**config.mk**
```make
export PLATFORM = sky130hd
export DESIGN_NAME = ctrl_top
export DESIGN_NICKNAME = d
export VERILOG_FILES = /design/src/verilog/ctrl_pkg.sv /design/src/verilog/cond_eval.sv /design/src/verilog/ctrl_top.sv /design/src/verilog/instr_decoder.sv /design/src/verilog/sequencer.sv
export VERILOG_INCLUDE_DIRS = /design/src /design/src/verilog
export SDC_FILE = /design/constraint.sdc
export NUM_CORES = 1
export LEC_CHECK = 0
export BUFFER_PORTS_ARGS = -buffer_cell sky130_fd_sc_hd__buf_4
export CAP_MARGIN = 20
export CORE_MARGIN = 10
export CORE_UTILIZATION = 45
export DETAILED_ROUTE_END_ITERATION = 6
export HOLD_SLACK_MARGIN = 0.05
export PLACE_DENSITY_LB_ADDON = 0.2
export RECOVER_POWER = 25
export SLEW_MARGIN = 20
export SYNTH_ARGS = -nofsm -noshare
export SYNTH_HDL_FRONTEND = slang
export SYNTH_SLANG_ARGS = --single-unit
export TNS_END_PERCENT = 5
```
**constraint.sdc**
```tcl
create_clock -name clk -period 2 [get_ports clk]
set_input_delay 0.1 -clock clk [delete_from_list [all_inputs] [get_ports clk]]
set_output_delay 0.1 -clock clk [all_outputs]
set_load 0.05 [all_outputs]
```
**src/verilog/ctrl_settings.svh**
```systemverilog
// control unit settings: field widths, opcodes, function codes, conditions, flags, states
`ifndef CTRL_SETTINGS_SVH
`define CTRL_SETTINGS_SVH

// field widths
`define CTRL_WORD_W   16
`define CTRL_OP_W     4
`define CTRL_REG_W    4
`define CTRL_FUNC_W   4
`define CTRL_IMM_W    8
`define CTRL_ALUOP_W  8
`define CTRL_COND_W   4
`define CTRL_FLAG_W   5

// flag vector bit positions
`define CTRL_FLAG_C   0
`define CTRL_FLAG_L   1
`define CTRL_FLAG_F   2
`define CTRL_FLAG_Z   3
`define CTRL_FLAG_N   4

// major opcodes
`define CTRL_OP_RR    4'b0000
`define CTRL_OP_MEM   4'b0100
`define CTRL_OP_BCOND 4'b1100

// immediate opcodes
`define CTRL_OP_ANDI  4'b0001
`define CTRL_OP_ORI   4'b0010
`define CTRL_OP_ADDI  4'b0101
`define CTRL_OP_SUBI  4'b1001
`define CTRL_OP_CMPI  4'b1011
`define CTRL_OP_MOVI  4'b1101
`define CTRL_OP_LUI   4'b1111

// register-register function codes
`define CTRL_FN_AND   4'b0001
`define CTRL_FN_OR    4'b0010
`define CTRL_FN_XOR   4'b0011
`define CTRL_FN_ADD   4'b0101
`define CTRL_FN_ADDU  4'b0110
`define CTRL_FN_ADDC  4'b0111
`define CTRL_FN_SUB   4'b1001
`define CTRL_FN_CMP   4'b1011
`define CTRL_FN_MOV   4'b1101

// memory function codes
`define CTRL_FN_LOAD  4'b0000
`define CTRL_FN_STOR  4'b0100

// branch condition codes
`define CTRL_CC_EQ    4'b0000
`define CTRL_CC_NE    4'b0001
`define CTRL_CC_CS    4'b0010
`define CTRL_CC_CC    4'b0011
`define CTRL_CC_HI    4'b0100
`define CTRL_CC_LS    4'b0101
`define CTRL_CC_GT    4'b0110
`define CTRL_CC_LE    4'b0111
`define CTRL_CC_FS    4'b1000
`define CTRL_CC_FC    4'b1001
`define CTRL_CC_LO    4'b1010
`define CTRL_CC_HS    4'b1011
`define CTRL_CC_LT    4'b1100
`define CTRL_CC_GE    4'b1101
`define CTRL_CC_UC    4'b1110
`define CTRL_CC_NV    4'b1111

// sequencer states
`define CTRL_ST_W        3
`define CTRL_ST_FETCH    3'd0
`define CTRL_ST_EXEC     3'd1
`define CTRL_ST_LD_ADDR  3'd2
`define CTRL_ST_LD_WB    3'd3
`define CTRL_ST_ST_WRITE 3'd4
`define CTRL_ST_BR_EVAL  3'd5

`endif

```
**src/verilog/ctrl_pkg.sv**
```systemverilog
// control unit package: the instruction word and its two field layouts
`include "ctrl_settings.svh"

package ctrl_pkg;

	// one 16-bit word, read as register form or as immediate/branch form
	typedef union packed {
		// register-register and memory instructions
		struct packed {
			logic [`CTRL_OP_W-1:0]   opcode;
			logic [`CTRL_REG_W-1:0]  rdest;
			logic [`CTRL_FUNC_W-1:0] func;
			logic [`CTRL_REG_W-1:0]  rsrc;
		} rr;
		// immediate ALU and branch instructions
		// rdest doubles as the condition code, imm8 as the displacement
		struct packed {
			logic [`CTRL_OP_W-1:0]  opcode;
			logic [`CTRL_REG_W-1:0] rdest;
			logic [`CTRL_IMM_W-1:0] imm8;
		} ri;
	} instr_word_t;

endpackage

```
**src/verilog/cond_eval.sv**
```systemverilog
// branch condition evaluator: tests a condition code against the processor flags
`include "ctrl_settings.svh"

module cond_eval (
	input  logic [`CTRL_COND_W-1:0] cond,
	input  logic [`CTRL_FLAG_W-1:0] flags,
	output logic                    taken
);

	logic flag_c;
	logic flag_l;
	logic flag_f;
	logic flag_z;
	logic flag_n;

	assign flag_c = flags[`CTRL_FLAG_C];
	assign flag_l = flags[`CTRL_FLAG_L];
	assign flag_f = flags[`CTRL_FLAG_F];
	assign flag_z = flags[`CTRL_FLAG_Z];
	assign flag_n = flags[`CTRL_FLAG_N];

	always_comb begin
		case (cond)
			`CTRL_CC_EQ: taken = flag_z;
			`CTRL_CC_NE: taken = ~flag_z;
			`CTRL_CC_CS: taken = flag_c;
			`CTRL_CC_CC: taken = ~flag_c;
			`CTRL_CC_HI: taken = flag_l;
			`CTRL_CC_LS: taken = ~flag_l;
			`CTRL_CC_GT: taken = flag_n;
			`CTRL_CC_LE: taken = ~flag_n;
			`CTRL_CC_FS: taken = flag_f;
			// F clear, not F set
			`CTRL_CC_FC: taken = ~flag_f;
			`CTRL_CC_LO: taken = ~flag_l & ~flag_z;
			`CTRL_CC_HS: taken = flag_l & flag_z;
			`CTRL_CC_LT: taken = flag_z & ~flag_n;
			`CTRL_CC_GE: taken = flag_z & flag_n;
			`CTRL_CC_UC: taken = 1'b1;
			// NV never branches
			default:     taken = 1'b0;
		endcase
	end

endmodule

```
**src/verilog/ctrl_top.sv**
```systemverilog
// control unit top: instruction decoder feeding the multicycle sequencer
`include "ctrl_settings.svh"

module ctrl_top (
	input  logic                      clk,
	input  logic                      reset,
	input  ctrl_pkg::instr_word_t     instr,
	input  logic [`CTRL_FLAG_W-1:0]   flags,
	output logic                      regwrite,
	output logic                      flag_en,
	output logic                      mem_we,
	output logic                      load_sel,
	output logic                      pc_en,
	output logic                      pc_mux,
	output logic                      br_en,
	output logic                      use_imm_q,
	output logic [`CTRL_REG_W-1:0]    wa,
	output logic [`CTRL_REG_W-1:0]    ra1,
	output logic [`CTRL_REG_W-1:0]    ra2,
	output logic [`CTRL_ALUOP_W-1:0]  aluop,
	output logic [`CTRL_IMM_W-1:0]    imm8,
	output logic [`CTRL_IMM_W-1:0]    br_disp
);

	logic                     is_alu;
	logic                     is_load;
	logic                     is_store;
	logic                     is_branch;
	logic                     use_imm;
	logic                     writes_reg;
	logic [`CTRL_ALUOP_W-1:0] alu_op;

	instr_decoder u_dec (
		.instr      (instr),
		.is_alu     (is_alu),
		.is_load    (is_load),
		.is_store   (is_store),
		.is_branch  (is_branch),
		.use_imm    (use_imm),
		.writes_reg (writes_reg),
		.alu_op     (alu_op)
	);

	sequencer u_seq (
		.clk        (clk),
		.reset      (reset),
		.instr      (instr),
		.flags      (flags),
		.is_alu     (is_alu),
		.is_load    (is_load),
		.is_store   (is_store),
		.is_branch  (is_branch),
		.use_imm    (use_imm),
		.writes_reg (writes_reg),
		.alu_op     (alu_op),
		.regwrite   (regwrite),
		.flag_en    (flag_en),
		.mem_we     (mem_we),
		.load_sel   (load_sel),
		.pc_en      (pc_en),
		.pc_mux     (pc_mux),
		.br_en      (br_en),
		.use_imm_q  (use_imm_q),
		.wa         (wa),
		.ra1        (ra1),
		.ra2        (ra2),
		.aluop      (aluop),
		.imm8       (imm8),
		.br_disp    (br_disp)
	);

endmodule

```
**src/verilog/instr_decoder.sv**
```systemverilog
// instruction decoder: sorts a word into its class and derives ALU op and write permission
`include "ctrl_settings.svh"

module instr_decoder (
	input  ctrl_pkg::instr_word_t      instr,
	output logic                       is_alu,
	output logic                       is_load,
	output logic                       is_store,
	output logic                       is_branch,
	output logic                       use_imm,
	output logic                       writes_reg,
	output logic [`CTRL_ALUOP_W-1:0]   alu_op
);

	logic [`CTRL_OP_W-1:0]   opcode;
	logic [`CTRL_FUNC_W-1:0] func;
	logic                    rr_valid;
	logic                    imm_valid;
	logic                    is_compare;

	assign opcode = instr.rr.opcode;
	assign func   = instr.rr.func;

	// register-register class: opcode 0 with a known function code
	always_comb begin
		rr_valid = 1'b0;
		if (opcode == `CTRL_OP_RR) begin
			case (func)
				`CTRL_FN_AND, `CTRL_FN_OR, `CTRL_FN_XOR,
				`CTRL_FN_ADD, `CTRL_FN_ADDU, `CTRL_FN_ADDC,
				`CTRL_FN_SUB, `CTRL_FN_CMP, `CTRL_FN_MOV: rr_valid = 1'b1;
				default:                                  rr_valid = 1'b0;
			endcase
		end
	end

	// immediate class is identified by opcode alone
	always_comb begin
		case (opcode)
			`CTRL_OP_ANDI, `CTRL_OP_ORI, `CTRL_OP_ADDI, `CTRL_OP_SUBI,
			`CTRL_OP_CMPI, `CTRL_OP_MOVI, `CTRL_OP_LUI: imm_valid = 1'b1;
			default:                                    imm_valid = 1'b0;
		endcase
	end

	// compares only set flags
	assign is_compare = (rr_valid && func == `CTRL_FN_CMP) ||
	                    (opcode == `CTRL_OP_CMPI);

	assign is_alu     = rr_valid | imm_valid;
	assign use_imm    = imm_valid;
	assign writes_reg = is_alu & ~is_compare;

	assign is_load   = (opcode == `CTRL_OP_MEM) && (func == `CTRL_FN_LOAD);
	assign is_store  = (opcode == `CTRL_OP_MEM) && (func == `CTRL_FN_STOR);
	assign is_branch = (opcode == `CTRL_OP_BCOND);

	// for immediates the low nibble is the top of imm8, as the ALU expects
	assign alu_op = {opcode, func};

endmodule

```
**src/verilog/sequencer.sv**
```systemverilog
// control sequencer: state and instruction registers plus per-state datapath strobes
`include "ctrl_settings.svh"

module sequencer (
	input  logic                      clk,
	input  logic                      reset,
	input  ctrl_pkg::instr_word_t     instr,
	input  logic [`CTRL_FLAG_W-1:0]   flags,
	input  logic                      is_alu,
	input  logic                      is_load,
	input  logic                      is_store,
	input  logic                      is_branch,
	input  logic                      use_imm,
	input  logic                      writes_reg,
	input  logic [`CTRL_ALUOP_W-1:0]  alu_op,
	output logic                      regwrite,
	output logic                      flag_en,
	output logic                      mem_we,
	output logic                      load_sel,
	output logic                      pc_en,
	output logic                      pc_mux,
	output logic                      br_en,
	output logic                      use_imm_q,
	output logic [`CTRL_REG_W-1:0]    wa,
	output logic [`CTRL_REG_W-1:0]    ra1,
	output logic [`CTRL_REG_W-1:0]    ra2,
	output logic [`CTRL_ALUOP_W-1:0]  aluop,
	output logic [`CTRL_IMM_W-1:0]    imm8,
	output logic [`CTRL_IMM_W-1:0]    br_disp
);

	import ctrl_pkg::*;

	logic [`CTRL_ST_W-1:0]    state;
	logic [`CTRL_ST_W-1:0]    next_state;
	instr_word_t              ir;
	logic [`CTRL_ALUOP_W-1:0] alu_op_q;
	logic                     alu_q;
	logic                     writes_q;
	logic                     taken;

	// condition comes from the latched word, flags are live
	cond_eval u_cond (
		.cond  (ir.ri.rdest),
		.flags (flags),
		.taken (taken)
	);

	// state register
	always_ff @(posedge clk) begin
		if (!reset) begin
			state <= `CTRL_ST_FETCH;
		end else begin
			state <= next_state;
		end
	end

	// instruction and decode latch, loaded only on the fetch edge
	always_ff @(posedge clk) begin
		if (!reset) begin
			ir        <= '0;
			alu_op_q  <= '0;
			alu_q     <= 1'b0;
			writes_q  <= 1'b0;
			use_imm_q <= 1'b0;
		end else if (state == `CTRL_ST_FETCH) begin
			ir        <= instr;
			alu_op_q  <= alu_op;
			alu_q     <= is_alu;
			writes_q  <= writes_reg;
			use_imm_q <= use_imm;
		end
	end

	// next state
	always_comb begin
		next_state = `CTRL_ST_FETCH;
		case (state)
			`CTRL_ST_FETCH: begin
				// ALU ops and unknown words both go through EXEC
				if (is_load) begin
					next_state = `CTRL_ST_LD_ADDR;
				end else if (is_store) begin
					next_state = `CTRL_ST_ST_WRITE;
				end else if (is_branch) begin
					next_state = `CTRL_ST_BR_EVAL;
				end else begin
					next_state = `CTRL_ST_EXEC;
				end
			end
			`CTRL_ST_LD_ADDR: next_state = `CTRL_ST_LD_WB;
			// EXEC, LD_WB, ST_WRITE and BR_EVAL all end the instruction
			default:          next_state = `CTRL_ST_FETCH;
		endcase
	end

	// per-state strobes
	always_comb begin
		regwrite = 1'b0;
		flag_en  = 1'b0;
		mem_we   = 1'b0;
		load_sel = 1'b0;
		pc_en    = 1'b0;
		pc_mux   = 1'b1;
		br_en    = 1'b0;
		br_disp  = '0;
		case (state)
			`CTRL_ST_FETCH: begin
				pc_en = 1'b1;
			end
			`CTRL_ST_EXEC: begin
				// no-ops leave both low
				regwrite = writes_q;
				flag_en  = alu_q;
			end
			`CTRL_ST_LD_ADDR: begin
				// ra2 drives the memory address
				pc_mux = 1'b0;
			end
			`CTRL_ST_LD_WB: begin
				regwrite = 1'b1;
				load_sel = 1'b1;
				pc_mux   = 1'b0;
			end
			`CTRL_ST_ST_WRITE: begin
				mem_we = 1'b1;
				pc_mux = 1'b0;
			end
			`CTRL_ST_BR_EVAL: begin
				br_en   = taken;
				br_disp = ir.ri.imm8;
			end
			default: begin
				pc_en = 1'b0;
			end
		endcase
	end

	// operand fields stay on the latched word until the next fetch
	assign wa    = ir.rr.rdest;
	assign ra1   = ir.rr.rdest;
	assign ra2   = ir.rr.rsrc;
	assign aluop = alu_op_q;
	assign imm8  = ir.ri.imm8;

endmodule
```
==> Implementation_results.wiki <==
{| class="wikitable"
! Metric !! Value
|-
| Overall track demand over capacity in global routing || between 10% and 20%
|-
| Fraction of synthesized cell area taken by the top area cell type || between 30% and 40%
|-
| Yosys top cell by area || sky130_fd_sc_hd__dfxtp_1
|-
| Type of the worst min-delay path || input port to register
|-
| Vias after detailed routing || approximately 1300
|-
| Final standard cell area without fillers || approximately 1900 um^2
|-
| Leading cell type in the layout, fill and taps excluded || sky130_fd_sc_hd__buf_4
|-
| Clock slew at the register clock pins of the worst setup and hold paths || ~0.12 ns
|-
| Number of enable flip-flop cells after synthesis || 0
|-
| Antenna Violating Nets Remaining || 0
|-
| Register-to-register setup slack || slightly below 0.6 ns
|-
| Total DRC errors in the routed layout || 0
|-
| Largest buffer count on any clock path || 2
|-
| Clock latency reported for the late side of the worst-skew pair || 0.31 ns
|-
| Number of CTS-inserted buffers || 3
|-
| Via count of the first global-routing pass || 1235
|-
| Clock tree from TritonCTS || done
|-
| Yosys warning total || 0
|-
| Iteration-0 DRC Markers || between 40 and 50
|-
| Port-buffer cells || 66
|-
| Critical Path AT || between 1.5 and 2 ns
|-
| Path depth of the worst reg2reg path || 4
|-
| Effective utilization at floorplan || 46.12%
|-
| CP max FO || 9
|-
| Cell Count, Final, Fillers Out || around 250
|-
| Hold Crit Start || instr[7]
|-
| WL per Instance || around 15 um
|-
| Critical setup path kind || register to output pin
|-
| Reg-to-reg critical path endpoint || u_seq.writes_q
|-
| Leftover overflow at the end of global routing || 0
|-
| Async set-reset flop share out of synthesis || 0%
|-
| Total power || approximately 1.1 mW
|-
| Post-DP HPWL || 2.920 mm
|-
| Root buf cell || sky130_fd_sc_hd__clkbuf_4
|-
| Syn Std Cell Area || between 1000 and 1500 um^2
|-
| Hold violation total from the final report || 0
|-
| Startpoint types || register
|-
| Wire length on met2 || between 2 and 2.5 mm
|-
| Sequential group share of total power || a little over two fifths
|-
| Actual slew at the worst max-slew pin || 0.6063 ns
|-
| Library cells used by synthesis || between 40 and 50
|-
| Synth-to-layout area growth || 37.85%
|-
| Maximum number of pins on one net before global-route repair || 24
|-
| Fraction of power spent switching nets || 39.04%
|-
| Synthesis-stage register bit count || 22
|-
| Core occupancy in the finished layout || 63.58%
|-
| Die Span X || around 75 um
|-
| Via density || between 5 and 6
|-
| Top library cells by usage in the layout, fill and taps aside || sky130_fd_sc_hd__buf_4 (64), sky130_fd_sc_hd__nand2_1 (26), sky130_fd_sc_hd__dfxtp_1 (20), sky130_fd_sc_hd__a21boi_2 (15), sky130_fd_sc_hd__dlygate4sd3_1 (11)
|-
| Amount of wire on met3 after detailed routing || approximately 270 um
|-
| Worst path setup slack after routing || 0.07508 ns
|-
| Syn Nets || 182
|-
| Placed Instances || ~240
|-
| Power density over the cells || between 500 and 600 nW/um^2
|-
| Die Area || 5697 um^2
|-
| Highest Clock Rate || between 500 and 600 MHz
|-
| Post-place instance area || approximately 1800 um^2
|-
| IO Count || 67
|-
| Number of instances in the synthesized netlist || approximately 160
|-
| NumNets Final || roughly 250
|-
| Share of power burned in combinational logic || 38.6%
|-
| Capturing element type of the critical path || output pin
|-
| Share of final-layout standard cells stronger than drive strength 1 || roughly 46%
|-
| Number of max-cap violations || 0
|-
| TritonRoute pass-1 iters || 4
|-
| End point of the worst hold path || u_seq.aluop[3]
|-
| Total detailed-routing wirelength || around 4 mm
|-
| Floorplan Core Area || 3003 um^2
|-
| Cell Int Power || between 0.6 and 0.7 mW
|-
| Initial antenna violation count || 0
|-
| Post-Route Hold Slack || roughly 0.063 ns
|-
| Maximum ir drop on the vdd rail || 0.0003167 V
|-
| Final setup viols || 0
|-
| Syn_area_per_cell || 8.711 um^2
|-
| Switching power of the nets || around 0.45 mW
|-
| Standard-cell row count || 20
|-
| Count of H-tree levels built during CTS || 1
|-
| Vertical extent of the die || 75.48 um
|-
| Startpoint of the worst-slack reg-to-reg timing path || u_seq.state[1]
|-
| Pre-CTS setup slack || between 0.3 and 0.4 ns
|-
| Top layer reached by signal wires || met4
|-
| Worst clock skew || a little under 0.005 ns
|-
| Relative slew slack || between 50% and 60%
|-
| Metal-1 WL || 1.524 mm
|-
| RePlAce Congestion || just under 0.8
|-
| Fin Setup TNS || 0 ns
|-
| Unrepaired setup endpoints after global routing || yes
|-
| Minimum clock period || just under 2 ns
|-
| Proportion of power drawn by the clock network || between 10% and 20%
|-
| Leakage power figure || roughly 0.84 nW
|-
| Wire length of the first global-routing pass || between 5 and 6 mm
|-
| Sink Count || 22
|-
| Run status || complete, no violations
|-
| Number of max-slew violations in the final report || 0
|-
| Register area share after synthesis || 31.80%
|-
| Data required time of the critical path || between 1.5 and 2 ns
|-
| Top area cells in the synthesized netlist || sky130_fd_sc_hd__dfxtp_1 (32%), sky130_fd_sc_hd__a21boi_2 (12%), sky130_fd_sc_hd__buf_4 (7.6%)
|-
| Final cycle utilization of the critical path || slightly below 100%
|-
| Cell count of the worst hold path || 3
|-
| Number of antenna cells inserted || 0
|-
| Prevailing post-synth register cell || sky130_fd_sc_hd__dfxtp_1
|}
==> state kept, by name, summed over array words and instances (netlist names) <==
| signal | flops |
|---|---|
| u_seq.use_imm_q | 1 |
| u_seq.ir | 8 |
| u_seq.alu_q | 1 |
| u_seq.state | 3 |
| u_seq.writes_q | 1 |
| u_seq.aluop | 8 |
==> area by class of cell <==
cell class	instances	area (um^2)
inverter	3	16.27
fill	259	1094
sequential	22	445.4
tap	33	41.29
multi-input combinational	112	767.0
clock buffer	3	22.52
timing repair buffer	80	616.8
==> cells by family after synthesis <==
| logic type | Yosys count | share of synthesized area [%] |
|---|---|---|
| compound gates | 38 | 24.30 |
| buf+inv | 25 | 14.45 |
| flops | 22 | 31.80 |
| mux | 3 | 2.258 |
| simple gates | 71 | 27.19 |
==> cell usage after synthesis (3+ instances only) <==
library cell,n
sky130_fd_sc_hd__nand2_1,26
sky130_fd_sc_hd__dfxtp_1,22
sky130_fd_sc_hd__a21boi_2,15
sky130_fd_sc_hd__buf_4,14
sky130_fd_sc_hd__and2_1,8
sky130_fd_sc_hd__nand2_2,7
sky130_fd_sc_hd__nor2_1,6
sky130_fd_sc_hd__a21oi_1,5
sky130_fd_sc_hd__nor3b_1,5
sky130_fd_sc_hd__nor3_1,4
sky130_fd_sc_hd__nand4_1,3
==> worst max-delay path, cell delays in order, from the launching register on <==
cell                       delay (ns)
sky130_fd_sc_hd__dfxtp_4         0.39
sky130_fd_sc_hd__buf_4           0.16
sky130_fd_sc_hd__mux2i_1         0.21
sky130_fd_sc_hd__a21oi_1         0.09
sky130_fd_sc_hd__o2111a_1        0.28
sky130_fd_sc_hd__a211oi_4        0.22
sky130_fd_sc_hd__buf_6           0.19
==> layer usage <==
metal	track usage [%]	up-vias
li1	-	656
met1	13.71	591
met2	23.98	40
met3	3.516	7
met4	6.186	0
met5	0	-
==> what timing repair did <==
item | in CTS | in global routing
setup buffers | 0 | 0
endpoints found under the hold margin | 11 | 0
hold buffers | 11 | 0
resized for setup | 2 | 3
setup endpoints to repair | 1 | 2
==> power groups by stage <==
stage	sequential (mW)	clock [mW]	combinational (mW)
floorplan	0.589	0	0.248
global placement	0.508	0	0.422
detailed placement	0.512	0	0.428
CTS	0.502	0.211	0.446
global route	0.509	0.226	0.466
finish	0.501	0.201	0.441
==> how the worst max path moves through the flow <==
stage | startpoint | end | slack, ns | cells past startpoint
5_1_grt | u_seq.ir[9] | br_en | -0.006 | 6
4_1_cts | u_seq.ir[9] | br_en | 0.01 | 6
6_report | u_seq.ir[9] | br_en | 0.08 | 6
3_5_place_dp | u_seq.ir[9] | br_en | 0.30 | 6
3_3_place_gp | u_seq.ir[9] | br_en | 0.38 | 6
2_1_floorplan | u_seq.ir[9] | br_en | -0.08 | 5
Power figures use the tool's default switching activity.
